**src/trap_pkg.sv**
```systemverilog
// machine-mode interrupts only: no exception causes, no mtval, one hart, XLEN fixed at 32
package trap_pkg;

    localparam int XLEN        = 32;
    localparam int CSR_ADDR_W  = 12;
    localparam int SYNC_STAGES = 2;    // flops per interrupt line

    typedef logic [XLEN-1:0]       word_t;      // data word or pc
    typedef logic [CSR_ADDR_W-1:0] csr_addr_t;
    typedef logic [2:0]            irq_vec_t;   // {external, software, timer}
    typedef logic [3:0]            cause_t;     // cause code without the interrupt bit

    // positions inside irq_vec_t
    localparam int IRQ_EXT_IDX = 2;
    localparam int IRQ_SW_IDX  = 1;
    localparam int IRQ_TMR_IDX = 0;

    // machine CSR addresses
    localparam csr_addr_t CSR_MSTATUS  = 12'h300;
    localparam csr_addr_t CSR_MIE      = 12'h304;
    localparam csr_addr_t CSR_MTVEC    = 12'h305;
    localparam csr_addr_t CSR_MEPC     = 12'h341;
    localparam csr_addr_t CSR_MCAUSE   = 12'h342;
    localparam csr_addr_t CSR_MIP      = 12'h344;
    localparam csr_addr_t CSR_MINSTRET = 12'hB02;

    // interrupt causes; the same numbers are the bit positions in mie and mip
    localparam cause_t CAUSE_MSI = 4'd3;
    localparam cause_t CAUSE_MTI = 4'd7;
    localparam cause_t CAUSE_MEI = 4'd11;

    // mstatus fields kept by the CSR file
    localparam int MSTATUS_MIE_BIT  = 3;
    localparam int MSTATUS_MPIE_BIT = 7;

    // mtvec[1:0], anything else is treated as direct
    localparam logic [1:0] MTVEC_MODE_VECTORED = 2'd1;

endpackage

```
**src/irq_sampler.sv**
```systemverilog
// lines are level sensitive and async to clk_i; a pulse shorter than one clock can be missed
`timescale 1ns/1ns

module irq_sampler
    import trap_pkg::*;
(
    input  logic     clk_i,
    input  logic     rst_i,
    input  logic     irq_external_i,
    input  logic     irq_software_i,
    input  logic     irq_timer_i,
    output irq_vec_t pending_o
);

    irq_vec_t irq_raw;                 // packed, still async
    irq_vec_t sync_q [SYNC_STAGES];    // [0] sees the pins

    always_comb begin
        irq_raw              = '0;
        irq_raw[IRQ_EXT_IDX] = irq_external_i;
        irq_raw[IRQ_SW_IDX]  = irq_software_i;
        irq_raw[IRQ_TMR_IDX] = irq_timer_i;
    end

    always_ff @(posedge clk_i) begin
        if (rst_i) begin
            for (int i = 0; i < SYNC_STAGES; i++) begin
                sync_q[i] <= '0;
            end
        end else begin
            sync_q[0] <= irq_raw;
            for (int i = 1; i < SYNC_STAGES; i++) begin
                sync_q[i] <= sync_q[i-1];
            end
        end
    end

    assign pending_o = sync_q[SYNC_STAGES-1];    // last stage only

endmodule

```
**src/csr_file.sv**
```systemverilog
// only MIE/MPIE in mstatus, mip is read-only, mepc is word aligned, unknown CSRs read as zero
`timescale 1ns/1ns

module csr_file
    import trap_pkg::*;
(
    input  logic      clk_i,
    input  logic      rst_i,
    input  logic      csr_we_i,
    input  csr_addr_t csr_waddr_i,
    input  word_t     csr_wdata_i,
    input  csr_addr_t csr_raddr_i,
    output word_t     csr_rdata_o,
    input  irq_vec_t  pending_i,
    input  logic      retire_i,
    input  logic      trap_enter_i,
    input  logic      trap_return_i,
    input  cause_t    trap_cause_i,
    input  word_t     trap_epc_i,
    output logic      mstatus_mie_o,
    output irq_vec_t  mie_o,
    output irq_vec_t  mip_o,
    output word_t     mtvec_o,
    output word_t     mepc_o
);

    logic            mstatus_mie_q;
    logic            mstatus_mpie_q;
    irq_vec_t        mie_q;
    logic [XLEN-1:2] mtvec_base_q;
    logic            mtvec_mode_q;     // bit 1 of the mode reads as zero
    logic [XLEN-1:2] mepc_q;
    logic            mcause_irq_q;
    cause_t          mcause_code_q;
    word_t           minstret_q;

    logic wr_mstatus;
    logic wr_mie;
    logic wr_mtvec;
    logic wr_mepc;
    logic wr_mcause;
    logic wr_minstret;

    // irq vector <-> mie/mip layout (bit n = cause n)
    function automatic word_t irq_to_word(irq_vec_t v);
        word_t w;
        w            = '0;
        w[CAUSE_MEI] = v[IRQ_EXT_IDX];
        w[CAUSE_MSI] = v[IRQ_SW_IDX];
        w[CAUSE_MTI] = v[IRQ_TMR_IDX];
        return w;
    endfunction

    function automatic irq_vec_t word_to_irq(word_t w);
        irq_vec_t v;
        v              = '0;
        v[IRQ_EXT_IDX] = w[CAUSE_MEI];
        v[IRQ_SW_IDX]  = w[CAUSE_MSI];
        v[IRQ_TMR_IDX] = w[CAUSE_MTI];
        return v;
    endfunction

    assign wr_mstatus  = csr_we_i && (csr_waddr_i == CSR_MSTATUS);
    assign wr_mie      = csr_we_i && (csr_waddr_i == CSR_MIE);
    assign wr_mtvec    = csr_we_i && (csr_waddr_i == CSR_MTVEC);
    assign wr_mepc     = csr_we_i && (csr_waddr_i == CSR_MEPC);
    assign wr_mcause   = csr_we_i && (csr_waddr_i == CSR_MCAUSE);
    assign wr_minstret = csr_we_i && (csr_waddr_i == CSR_MINSTRET);

    // mstatus: trap and mret beat a software write
    always_ff @(posedge clk_i) begin
        if (rst_i) begin
            mstatus_mie_q  <= 1'b0;
            mstatus_mpie_q <= 1'b0;
        end else if (trap_enter_i) begin
            mstatus_mpie_q <= mstatus_mie_q;
            mstatus_mie_q  <= 1'b0;    // no nesting until software allows it
        end else if (trap_return_i) begin
            mstatus_mie_q  <= mstatus_mpie_q;
            mstatus_mpie_q <= 1'b1;
        end else if (wr_mstatus) begin
            mstatus_mie_q  <= csr_wdata_i[MSTATUS_MIE_BIT];
            mstatus_mpie_q <= csr_wdata_i[MSTATUS_MPIE_BIT];
        end
    end

    // software-only registers
    always_ff @(posedge clk_i) begin
        if (rst_i) begin
            mie_q        <= '0;
            mtvec_base_q <= '0;
            mtvec_mode_q <= 1'b0;
        end else begin
            if (wr_mie) mie_q <= word_to_irq(csr_wdata_i);
            if (wr_mtvec) begin
                mtvec_base_q <= csr_wdata_i[XLEN-1:2];
                mtvec_mode_q <= csr_wdata_i[0];
            end
        end
    end

    // mepc and mcause, trap entry first
    always_ff @(posedge clk_i) begin
        if (rst_i) begin
            mepc_q        <= '0;
            mcause_irq_q  <= 1'b0;
            mcause_code_q <= '0;
        end else if (trap_enter_i) begin
            mepc_q        <= trap_epc_i[XLEN-1:2];
            mcause_irq_q  <= 1'b1;    // always an interrupt here
            mcause_code_q <= trap_cause_i;
        end else begin
            if (wr_mepc) mepc_q <= csr_wdata_i[XLEN-1:2];
            if (wr_mcause) begin
                mcause_irq_q  <= csr_wdata_i[XLEN-1];
                mcause_code_q <= csr_wdata_i[3:0];
            end
        end
    end

    // write drops the retire of the same cycle
    always_ff @(posedge clk_i) begin
        if (rst_i) begin
            minstret_q <= '0;
        end else if (wr_minstret) begin
            minstret_q <= csr_wdata_i;
        end else if (retire_i) begin
            minstret_q <= minstret_q + word_t'(1);
        end
    end

    always_comb begin
        csr_rdata_o = '0;
        case (csr_raddr_i)
            CSR_MSTATUS: begin
                csr_rdata_o[MSTATUS_MIE_BIT]  = mstatus_mie_q;
                csr_rdata_o[MSTATUS_MPIE_BIT] = mstatus_mpie_q;
            end
            CSR_MIE:      csr_rdata_o = irq_to_word(mie_q);
            CSR_MIP:      csr_rdata_o = irq_to_word(pending_i);
            CSR_MTVEC:    csr_rdata_o = mtvec_o;
            CSR_MEPC:     csr_rdata_o = mepc_o;
            CSR_MCAUSE:   csr_rdata_o = {mcause_irq_q, {(XLEN-5){1'b0}}, mcause_code_q};
            CSR_MINSTRET: csr_rdata_o = minstret_q;
            default:      csr_rdata_o = '0;
        endcase
    end

    assign mstatus_mie_o = mstatus_mie_q;
    assign mie_o         = mie_q;
    assign mip_o         = pending_i;
    assign mtvec_o       = {mtvec_base_q, 1'b0, mtvec_mode_q};
    assign mepc_o        = {mepc_q, 2'b00};

    // the redirect block must never ask for both updates at once
    a_enter_return_excl: assert property (@(posedge clk_i) disable iff (rst_i)
        !(trap_enter_i && trap_return_i));

endmodule

```
**src/irq_arbiter.sv**
```systemverilog
// fixed priority external > software > timer; cause is don't-care while irq_take_o is low
`timescale 1ns/1ns

module irq_arbiter
    import trap_pkg::*;
(
    input  logic     mstatus_mie_i,
    input  irq_vec_t mie_i,
    input  irq_vec_t mip_i,
    output logic     irq_take_o,
    output cause_t   irq_cause_o
);

    irq_vec_t enabled;    // pending and locally enabled

    assign enabled = mip_i & mie_i;

    // global enable only gates the request
    assign irq_take_o = mstatus_mie_i && (|enabled);

    always_comb begin
        if (enabled[IRQ_EXT_IDX]) begin
            irq_cause_o = CAUSE_MEI;
        end else if (enabled[IRQ_SW_IDX]) begin
            irq_cause_o = CAUSE_MSI;
        end else begin
            irq_cause_o = CAUSE_MTI;    // timer, or nothing at all
        end
    end

endmodule

```
**src/trap_redirect.sv**
```systemverilog
// traps only at a retire boundary; a retire or mret in the redirect cycle is not acted on
`timescale 1ns/1ns

module trap_redirect
    import trap_pkg::*;
(
    input  logic   clk_i,
    input  logic   rst_i,
    input  logic   retire_i,
    input  word_t  retire_pc_i,
    input  logic   mret_i,
    input  logic   irq_take_i,
    input  cause_t irq_cause_i,
    input  word_t  mtvec_i,
    input  word_t  mepc_i,
    output logic   trap_enter_o,
    output logic   trap_return_o,
    output cause_t trap_cause_o,
    output word_t  trap_epc_o,
    output logic   redirect_o,
    output word_t  redirect_pc_o
);

    logic  take_trap;
    logic  take_mret;
    word_t mtvec_base;
    word_t trap_target;

    // while redirect_o is high the CSR update has not landed yet and MIE still reads set
    assign take_trap = retire_i && irq_take_i && !redirect_o;
    assign take_mret = mret_i && !take_trap && !redirect_o;    // trap wins

    assign mtvec_base = {mtvec_i[XLEN-1:2], 2'b00};

    always_comb begin
        if (mtvec_i[1:0] == MTVEC_MODE_VECTORED) begin
            trap_target = mtvec_base + word_t'({irq_cause_i, 2'b00});    // base + 4*cause
        end else begin
            trap_target = mtvec_base;
        end
    end

    // strobes, all one cycle wide
    always_ff @(posedge clk_i) begin
        if (rst_i) begin
            redirect_o    <= 1'b0;
            trap_enter_o  <= 1'b0;
            trap_return_o <= 1'b0;
        end else begin
            redirect_o    <= take_trap || take_mret;
            trap_enter_o  <= take_trap;
            trap_return_o <= take_mret;
        end
    end

    // payload, only meaningful next to a strobe
    always_ff @(posedge clk_i) begin
        if (take_trap) begin
            trap_cause_o  <= irq_cause_i;
            trap_epc_o    <= retire_pc_i + word_t'(4);    // resume after the retired one
            redirect_pc_o <= trap_target;
        end else if (take_mret) begin
            redirect_pc_o <= mepc_i;
        end
    end

    // the flush cycle itself never starts another redirect
    a_redirect_single: assert property (@(posedge clk_i) disable iff (rst_i)
        redirect_o |=> !redirect_o);

    a_enter_redirects: assert property (@(posedge clk_i) disable iff (rst_i)
        trap_enter_o |-> redirect_o);

endmodule

```
**src/trap_unit_top.sv**
```systemverilog
// interrupt path only; the pipeline supplies retire, mret and CSR accesses and follows redirect_o
`timescale 1ns/1ns

module trap_unit_top
    import trap_pkg::*;
(
    input  logic      clk_i,
    input  logic      rst_i,
    input  logic      irq_external_i,
    input  logic      irq_software_i,
    input  logic      irq_timer_i,
    input  logic      retire_i,
    input  word_t     retire_pc_i,
    input  logic      mret_i,
    input  logic      csr_we_i,
    input  csr_addr_t csr_waddr_i,
    input  word_t     csr_wdata_i,
    input  csr_addr_t csr_raddr_i,
    output word_t     csr_rdata_o,
    output logic      redirect_o,
    output word_t     redirect_pc_o
);

    irq_vec_t irq_pending;    // sampler to CSR file

    // CSR file to arbiter and redirect
    logic     mstatus_mie;
    irq_vec_t mie;
    irq_vec_t mip;
    word_t    mtvec;
    word_t    mepc;

    // arbiter to redirect
    logic     irq_take;
    cause_t   irq_cause;

    // redirect back to CSR file
    logic     trap_enter;
    logic     trap_return;
    cause_t   trap_cause;
    word_t    trap_epc;

    irq_sampler u_irq_sampler (
        .clk_i          (clk_i),
        .rst_i          (rst_i),
        .irq_external_i (irq_external_i),
        .irq_software_i (irq_software_i),
        .irq_timer_i    (irq_timer_i),
        .pending_o      (irq_pending)
    );

    csr_file u_csr_file (
        .clk_i         (clk_i),
        .rst_i         (rst_i),
        .csr_we_i      (csr_we_i),
        .csr_waddr_i   (csr_waddr_i),
        .csr_wdata_i   (csr_wdata_i),
        .csr_raddr_i   (csr_raddr_i),
        .csr_rdata_o   (csr_rdata_o),
        .pending_i     (irq_pending),
        .retire_i      (retire_i),      // minstret
        .trap_enter_i  (trap_enter),
        .trap_return_i (trap_return),
        .trap_cause_i  (trap_cause),
        .trap_epc_i    (trap_epc),
        .mstatus_mie_o (mstatus_mie),
        .mie_o         (mie),
        .mip_o         (mip),
        .mtvec_o       (mtvec),
        .mepc_o        (mepc)
    );

    irq_arbiter u_irq_arbiter (
        .mstatus_mie_i (mstatus_mie),
        .mie_i         (mie),
        .mip_i         (mip),
        .irq_take_o    (irq_take),
        .irq_cause_o   (irq_cause)
    );

    trap_redirect u_trap_redirect (
        .clk_i         (clk_i),
        .rst_i         (rst_i),
        .retire_i      (retire_i),
        .retire_pc_i   (retire_pc_i),
        .mret_i        (mret_i),
        .irq_take_i    (irq_take),
        .irq_cause_i   (irq_cause),
        .mtvec_i       (mtvec),
        .mepc_i        (mepc),
        .trap_enter_o  (trap_enter),
        .trap_return_o (trap_return),
        .trap_cause_o  (trap_cause),
        .trap_epc_o    (trap_epc),
        .redirect_o    (redirect_o),
        .redirect_pc_o (redirect_pc_o)
    );

endmodule

```
**config.mk**
```make
export PLATFORM = sky130hd
export DESIGN_NAME = trap_unit_top
export DESIGN_NICKNAME = d
export VERILOG_FILES = /design/src/trap_pkg.sv /design/src/irq_sampler.sv /design/src/csr_file.sv /design/src/irq_arbiter.sv /design/src/trap_redirect.sv /design/src/trap_unit_top.sv
export SDC_FILE = /design/constraint.sdc
export NUM_CORES = 1
export LEC_CHECK = 0
export BUFFER_PORTS_ARGS = -buffer_cell sky130_fd_sc_hd__buf_2
export CORE_UTILIZATION = 40
export CTS_CLUSTER_DIAMETER = 150
export DETAILED_ROUTE_END_ITERATION = 6
export PLACE_DENSITY = 0.59
export SLEW_MARGIN = 20
export SYNTH_ARGS = -nofsm -noshare
export SYNTH_HDL_FRONTEND = slang
export SYNTH_SLANG_ARGS = --single-unit
```
**constraint.sdc**
```tcl
create_clock -name clk_i -period 6.7 [get_ports clk_i]
set_input_delay 0 -clock clk_i [delete_from_list [all_inputs] [get_ports clk_i]]
set_output_delay 0 -clock clk_i [all_outputs]
set_load 0.005 [all_outputs]
```
==> results_dict.tcl, run 1 <==
set metrics [dict create \
    pin_count 161 \
    cp-start-kind "register" \
    placed_cell_area_um2 9910 \
    holdBufCountCts 81 \
    first_iter_violations 943 \
    setup_violations 0 \
    drv_cap 0 \
    ir_drop_v 0.000127 \
    finalInstanceArea_um2 11300 \
    yosysTopAreaCellShare_pct 25.0 \
    outcome "finished clean" \
    die_h_um 152 \
    crit_type "register to register" \
    synthFlopType "dfxtp_1" \
    first_pass_iters 5 \
    powerDensity_nw_per_um2 193 \
    min_period_ns 2.77 \
    syn2layout_area_growth_pct 25.9 \
    overflow 0 \
    ys_warn_count 0 \
    viasPerCell 5.46 \
    grt_pass1_vias 7244 \
    yosysUniqueCellTypes 54 \
    maxSlewViolCount 0 \
    synth_top_area_cell "dfxtp_1" \
    chipWidth_um 152 \
    dpl_worst_slack_ns 3.50 \
    nFillCells 2118 \
    cts_setup_buffers 0 \
    cp_slowest_cell "buf_4" \
    crit_chain "and2_1, a21oi_1, a211oi_4, buf_4, inv_1, nand2_2" \
    grt_usage_pct 23.4 \
    worst_slack_ns 3.93 \
    cts_tree "built" \
    htreeDepth 4 \
    cts_buffer_depth 2 \
    seq_area_frac_synth_pct 45.8 \
    power_mw 2.18 \
    fin_cells 1499 \
    critPathMaxStageDelay_ns 0.76 \
    crit_fanout 94 \
    hpwlAfterDp_um 18600 \
    seq_area_um2 4110 \
    worstHoldPathType "input pin to register" \
    crit_arrival_ns 2.82 \
    grt_max_degree 95 \
    multi_input_area_um2 4340 \
    slew_headroom_pct 31.9 \
    fin_nets 1306 \
    drive_above_1_share_pct 17.5 \
    whs_ns 0.160 \
    synth-seq-cells 174 \
    post_cts_resized 0 \
    synthTopCellsByArea "dfxtp_1, edfxtp_1, xor2_1" \
    cts_sinks 174 \
    synth_edf_count 62 \
    final_util_pct 51.5 \
    clkLatencyLatePin_ns 0.43 \
    fmax_mhz 362 \
    die_area_um2 23000 \
    ant_nets 0 \
    root_buffer "clkbuf_16" \
    cp.required_ns 6.76 \
    rsz0062_at_grt "false" \
    dp.cells 1385 \
    finalCritPeriodShare_pct 41.3 \
    fin_setup_tns_ns 0 \
    core_area_um2 21900 \
    worst_pin_slew_ns 1.02 \
    row_count 54 \
    finClkSkew_ns 0.0129 \
    clk_pin_slew_ns 0.07 \
    leakagePower_nw 4.39 \
    grt_pass1_wl_um 40500 \
    synth-async-reset-ratio_pct 0 \
    place_congestion 0.888 \
    drt-total-wl_um 26500 \
    worstSetupEndpointType "register" \
    initial_utilization_pct 40.9 \
    numPortBuffers 156 \
    wl_per_cell_um 17.7 \
    hold_viol 0 \
    numCtsBuffers 17 \
    vias 8188 \
    drc 0 \
    syn_area_per_cell_um2 8.94 \
    synthCells 1001 \
    synth_area_um2 8950 \
    antenna_found_initial 1 \
]
==> layout by cell type, fill, tap and decap left out, types with 35 or more instances in the layout <==
cell type | synthesis | routed
nor2_1 | 88 | 88
dlygate4sd3_1 | 0 | 81
nor3_1 | 73 | 72
a21oi_1 | 69 | 69
xnor2_1 | 41 | 41
nand2_1 | 104 | 103
dfxtp_1 | 112 | 111
inv_1 | 67 | 67
edfxtp_1 | 62 | 62
nand4_1 | 36 | 36
buf_2 | 13 | 156
a211oi_1 | 35 | 35
xor2_1 | 47 | 47
==> worst max-delay path, delay by kind of cell (launching register included) <==
family,cells,cell delay [ns]
buffers and inverters,2,0.96
and+or+nand+nor,2,0.73
AOI/OAI and AO/OA,2,0.32
DFF,1,0.34
==> power breakdown <==
group / total [mW] / switching [mW] / internal, mW / leakage (nW)
clock network: 0.925 / 0.429 / 0.496 / 0.259
registers: 1.11 / 0.00657 / 1.10 / 1.49
logic: 0.142 / 0.0697 / 0.0725 / 2.64
==> layer usage <==
layer	global-route usage [%]	vias up	share of wire, %
met5	0	-	0
met4	7.18	0	2.1
met3	4.46	36	9.8
met1	35.3	3752	46
met2	33.3	361	42
li1	-	4039	-
==> synthesized netlist by cell type, types with 2 or more instances <==
library cell,instances
clkbuf_1,44
nor4_1,9
a21oi_1,69
buf_4,5
inv_1,67
nand3_2,2
buf_2,13
nand3_1,31
a2111oi_0,31
and4_1,11
nand2_1,104
o22a_1,2
ha_1,5
a211oi_1,35
a222oi_1,26
nand2b_1,6
nor2_1,88
mux2i_1,15
xor2_1,47
nand4b_1,4
nand4_1,36
nor2b_1,10
a22oi_1,8
and3_1,11
nor3_1,73
dfxtp_1,112
xnor2_1,41
o21ai_0,3
edfxtp_1,62
and2_1,7
==> cells by family after synthesis <==
kind of cell | after synthesis | share of synthesized area (%)
simple gates | 403 | 22.4
compound gates | 182 | 14.6
flops | 174 | 45.8
buf+inv | 132 | 6.01
xor+xnor | 88 | 8.61
mux | 16 | 1.80
fa+ha+maj | 5 | 0.699
other cells | 1 | 0.0419
==> cell type report <==
| cell class | instances | area share (%) |
|---|---|---|
| flip-flops and latches | 174 | 36.4 |
| clock inverters | 12 | 0.777 |
| well taps | 280 | 3.11 |
| inverters | 68 | 2.27 |
| repair buffers | 248 | 14.9 |
| clock buffers | 20 | 4.05 |
| multi-input cells | 696 | 38.5 |
| diodes | 1 | 0.0222 |
==> sequential cells by signal (all words and copies together), names as in the netlist <==
| signal | cells |
|---|---|
| u_trap_redirect.trap_enter_o | 1 |
| u_irq_sampler.sync_q | 6 |
| u_trap_redirect.redirect_o | 1 |
| u_csr_file.mcause_code_q | 4 |
| u_trap_redirect.trap_cause_o | 2 |
| u_trap_redirect.redirect_pc_o | 30 |
| u_csr_file.mstatus_mpie_q | 1 |
| u_csr_file.minstret_q | 32 |
| u_trap_redirect.trap_epc_o | 30 |
| u_trap_redirect.trap_return_o | 1 |
| u_csr_file.mtvec_base_q | 30 |
| u_csr_file.mcause_irq_q | 1 |
| u_csr_file.mepc_q | 30 |
| u_csr_file.mie_o | 3 |
| u_csr_file.mstatus_mie_o | 1 |
| u_csr_file.mtvec_mode_q | 1 |
==> worst paths after layout <==
kind	slack, ns	from	depth (start not counted)	endpoint
hold reg to reg	0.45	u_irq_sampler.sync_q[0][2]$_SDFF_PP0_	1	u_irq_sampler.sync_q[0][5]$_SDFF_PP0_
setup reg to reg	3.93	u_csr_file.mie_o[2]$_SDFFE_PP0P_	6	u_trap_redirect.redirect_pc_o[19]$_DFFE_PP_
setup / recovery	3.93	u_csr_file.mie_o[2]$_SDFFE_PP0P_	6	u_trap_redirect.redirect_pc_o[19]$_DFFE_PP_
hold / removal	0.16	csr_waddr_i[2]	4	u_csr_file.mie_o[2]$_SDFFE_PP0P_
Power figures use the tool's default switching activity.
==> inputs of run 2 (changes only) <==
- PLACE_DENSITY: 0.59 -> 0.62
- clock period: 6.7 -> 2.3 ns (I/O delays scaled with it)
==> run 2 against run 1 <==
- the run now ends with design-rule violations left
- cell area grew 1.9%
- first-iteration DRC count is 4.0% higher
- core utilization is 0.95 points higher
- setup slack got worse by 3.8 ns
- routed wire length shrank 1.0%
- clock skew down 0.0048 ns
- via count increased by 0.20%
- largest cell class unchanged
- largest power group unchanged
==> results_dict.tcl, run 2 (same netlist as run 1, synthesis figures left out) <==
set metrics [dict create \
    crit_fanout 8 \
    clk_pin_slew_ns 0.07 \
    nFillCells 2074 \
    multi_input_area_um2 4350 \
    p_int_mw 5.31 \
    row_count 54 \
    p_seq_share_pct 47.9 \
    fin_cells 1507 \
    vias 8204 \
    crit_type "register to register" \
    placed_cell_area_um2 10100 \
    drc 7 \
    fmax_mhz 459 \
    rsz0062_at_grt "true" \
    hold_viol 0 \
    fin_setup_tns_ns 0 \
    viasPerCell 5.44 \
    clkPwrFrac_pct 45.9 \
    grt_max_degree 94 \
    dp.cells 1402 \
    cts_sinks 174 \
    ant_nets 0 \
    drive_above_1_share_pct 19.2 \
    combPwrFrac_pct 6.2 \
    core_area_um2 21900 \
    chipWidth_um 152 \
    antenna_found_initial 0 \
    antenna_cells 0 \
    syn2layout_area_growth_pct 28.2 \
    crit_arrival_ns 2.35 \
    regMostFlops "u_csr_file.minstret_q" \
    first_iter_violations 981 \
    die_area_um2 23000 \
    violations "design-rule violations" \
    numCtsBuffers 17 \
    root_buffer "clkbuf_16" \
    clkLatencyLatePin_ns 0.43 \
    finClkSkew_ns 0.00805 \
    die_h_um 152 \
    drv_cap 0 \
    worst_pin_slew_ns 0.833 \
    wl_per_cell_um 17.4 \
    largest_reg_flops 32 \
    htreeDepth 4 \
    initial_utilization_pct 40.9 \
    mostFrequentLayoutCell "buf_2" \
    hpwlAfterDp_um 19000 \
    outcome "finished, violations left" \
    final_util_pct 52.4 \
    overflow 0 \
    switching_share_pct 21.5 \
    worstHoldPathType "input pin to register" \
    pin_count 161 \
    dpl_worst_slack_ns -0.0661 \
    powerDensity_nw_per_um2 589 \
    min_period_ns 2.18 \
    setup_violations 0 \
    numPortBuffers 156 \
    maxSlewViolCount 0 \
    drt-total-wl_um 26300 \
    grt_pass1_vias 7366 \
    final_cell_mix "buf_2, dfxtp_1, nand2_1" \
    slew_headroom_pct 44.5 \
    worst_slack_ns 0.119 \
    cp.required_ns 2.46 \
    cp-start-kind "register" \
    leakagePower_nw 4.50 \
    cts_tree "built" \
    place_congestion 0.932 \
    first_pass_iters 7 \
    grt_usage_pct 23.1 \
    finalInstanceArea_um2 11500 \
    ir_drop_v 0.000532 \
    grt_pass1_wl_um 40200 \
    cts_buffer_depth 2 \
    switchingPower_mw 1.45 \
    worstSetupEndpointType "register" \
    finalCritPeriodShare_pct 94.8 \
    seq_area_um2 4110 \
    fin_nets 1315 \
]
## run 2: cell types whose count changed in the layout (fill, tap and decap cells not counted), sizes merged
| cell | previous run | this run |
|---|---|---|
| bufinv | 0 | 3 |
| dlygate4sd3 | 81 | 72 |
| clkinv | 6 | 4 |
| buf | 167 | 185 |
| clkinvlp | 4 | 2 |
| clkbuf | 20 | 21 |
| diode | 1 | 0 |
## run 2: stage by stage
stage	power [mW]	hold slack (ns)
6_report	6.76	0.0220
3_3_place_gp	3.63	0.208
5_1_grt	6.95	0.0357
2_1_floorplan	3.42	0.128
4_1_cts	6.79	0.00996
3_5_place_dp	3.63	0.214
## run 2: repair_timing
action                                 CTS  global route
resized for setup                        2             5
setup endpoints to repair               11            20
endpoints found under the hold margin  111             0
hold buffers                            72             0
buffers inserted                         0             1
pin swaps                                0             2
## run 2: worst max-delay path, stage by stage, from the launching register on
cell and delay [ns]:
dfxtp_1 0.32, and2_1 0.17, ha_1 0.32, o211ai_1 0.47, a21oi_2 0.05, buf_4 0.19, and3_1 0.19, xnor2_1 0.13
a21oi_1 0.08
## run 2: layout make-up
cell class,instances,area share [%]
clock buffers,21,4.30
inverters,68,2.22
repair buffers,257,15.4
well taps,280,3.05
clock inverters,11,1.32
flip-flops and latches,174,35.8
multi-input cells,696,37.9
## run 2: final timing paths
path,startpoint,endpoint,slack [ns],cells past startpoint
worst max-delay path,u_csr_file.mie_o[2]$_SDFFE_PP0P_,u_trap_redirect.redirect_pc_o[9]$_DFFE_PP_,0.12,8
worst min-delay path,retire_i,u_csr_file.minstret_q[0]$_SDFFE_PP0P_,0.02,3
worst max register to register,u_csr_file.mie_o[2]$_SDFFE_PP0P_,u_trap_redirect.redirect_pc_o[9]$_DFFE_PP_,0.12,8
worst min register to register,u_irq_sampler.sync_q[0][0]$_SDFF_PP0_,u_irq_sampler.sync_q[0][3]$_SDFF_PP0_,0.44,1
## run 2: metal layers
metal  vias up  track usage, %  share of wire [%]
li1       4055               -                  -
met1      3780            34.1                 46
met2       331            33.7                 43
met3        38            3.71                8.5
met4         0            8.17                2.2
met5         -               0                  0
## run 2: power by group through the flow
stage | clock network, mW | logic [mW] | registers, mW
finish | 3.10 | 0.421 | 3.24
global route | 3.25 | 0.456 | 3.24
CTS | 3.13 | 0.418 | 3.24
detailed placement | 0 | 0.324 | 3.30
global placement | 0 | 0.321 | 3.30
floorplan | 0 | 0.113 | 3.30
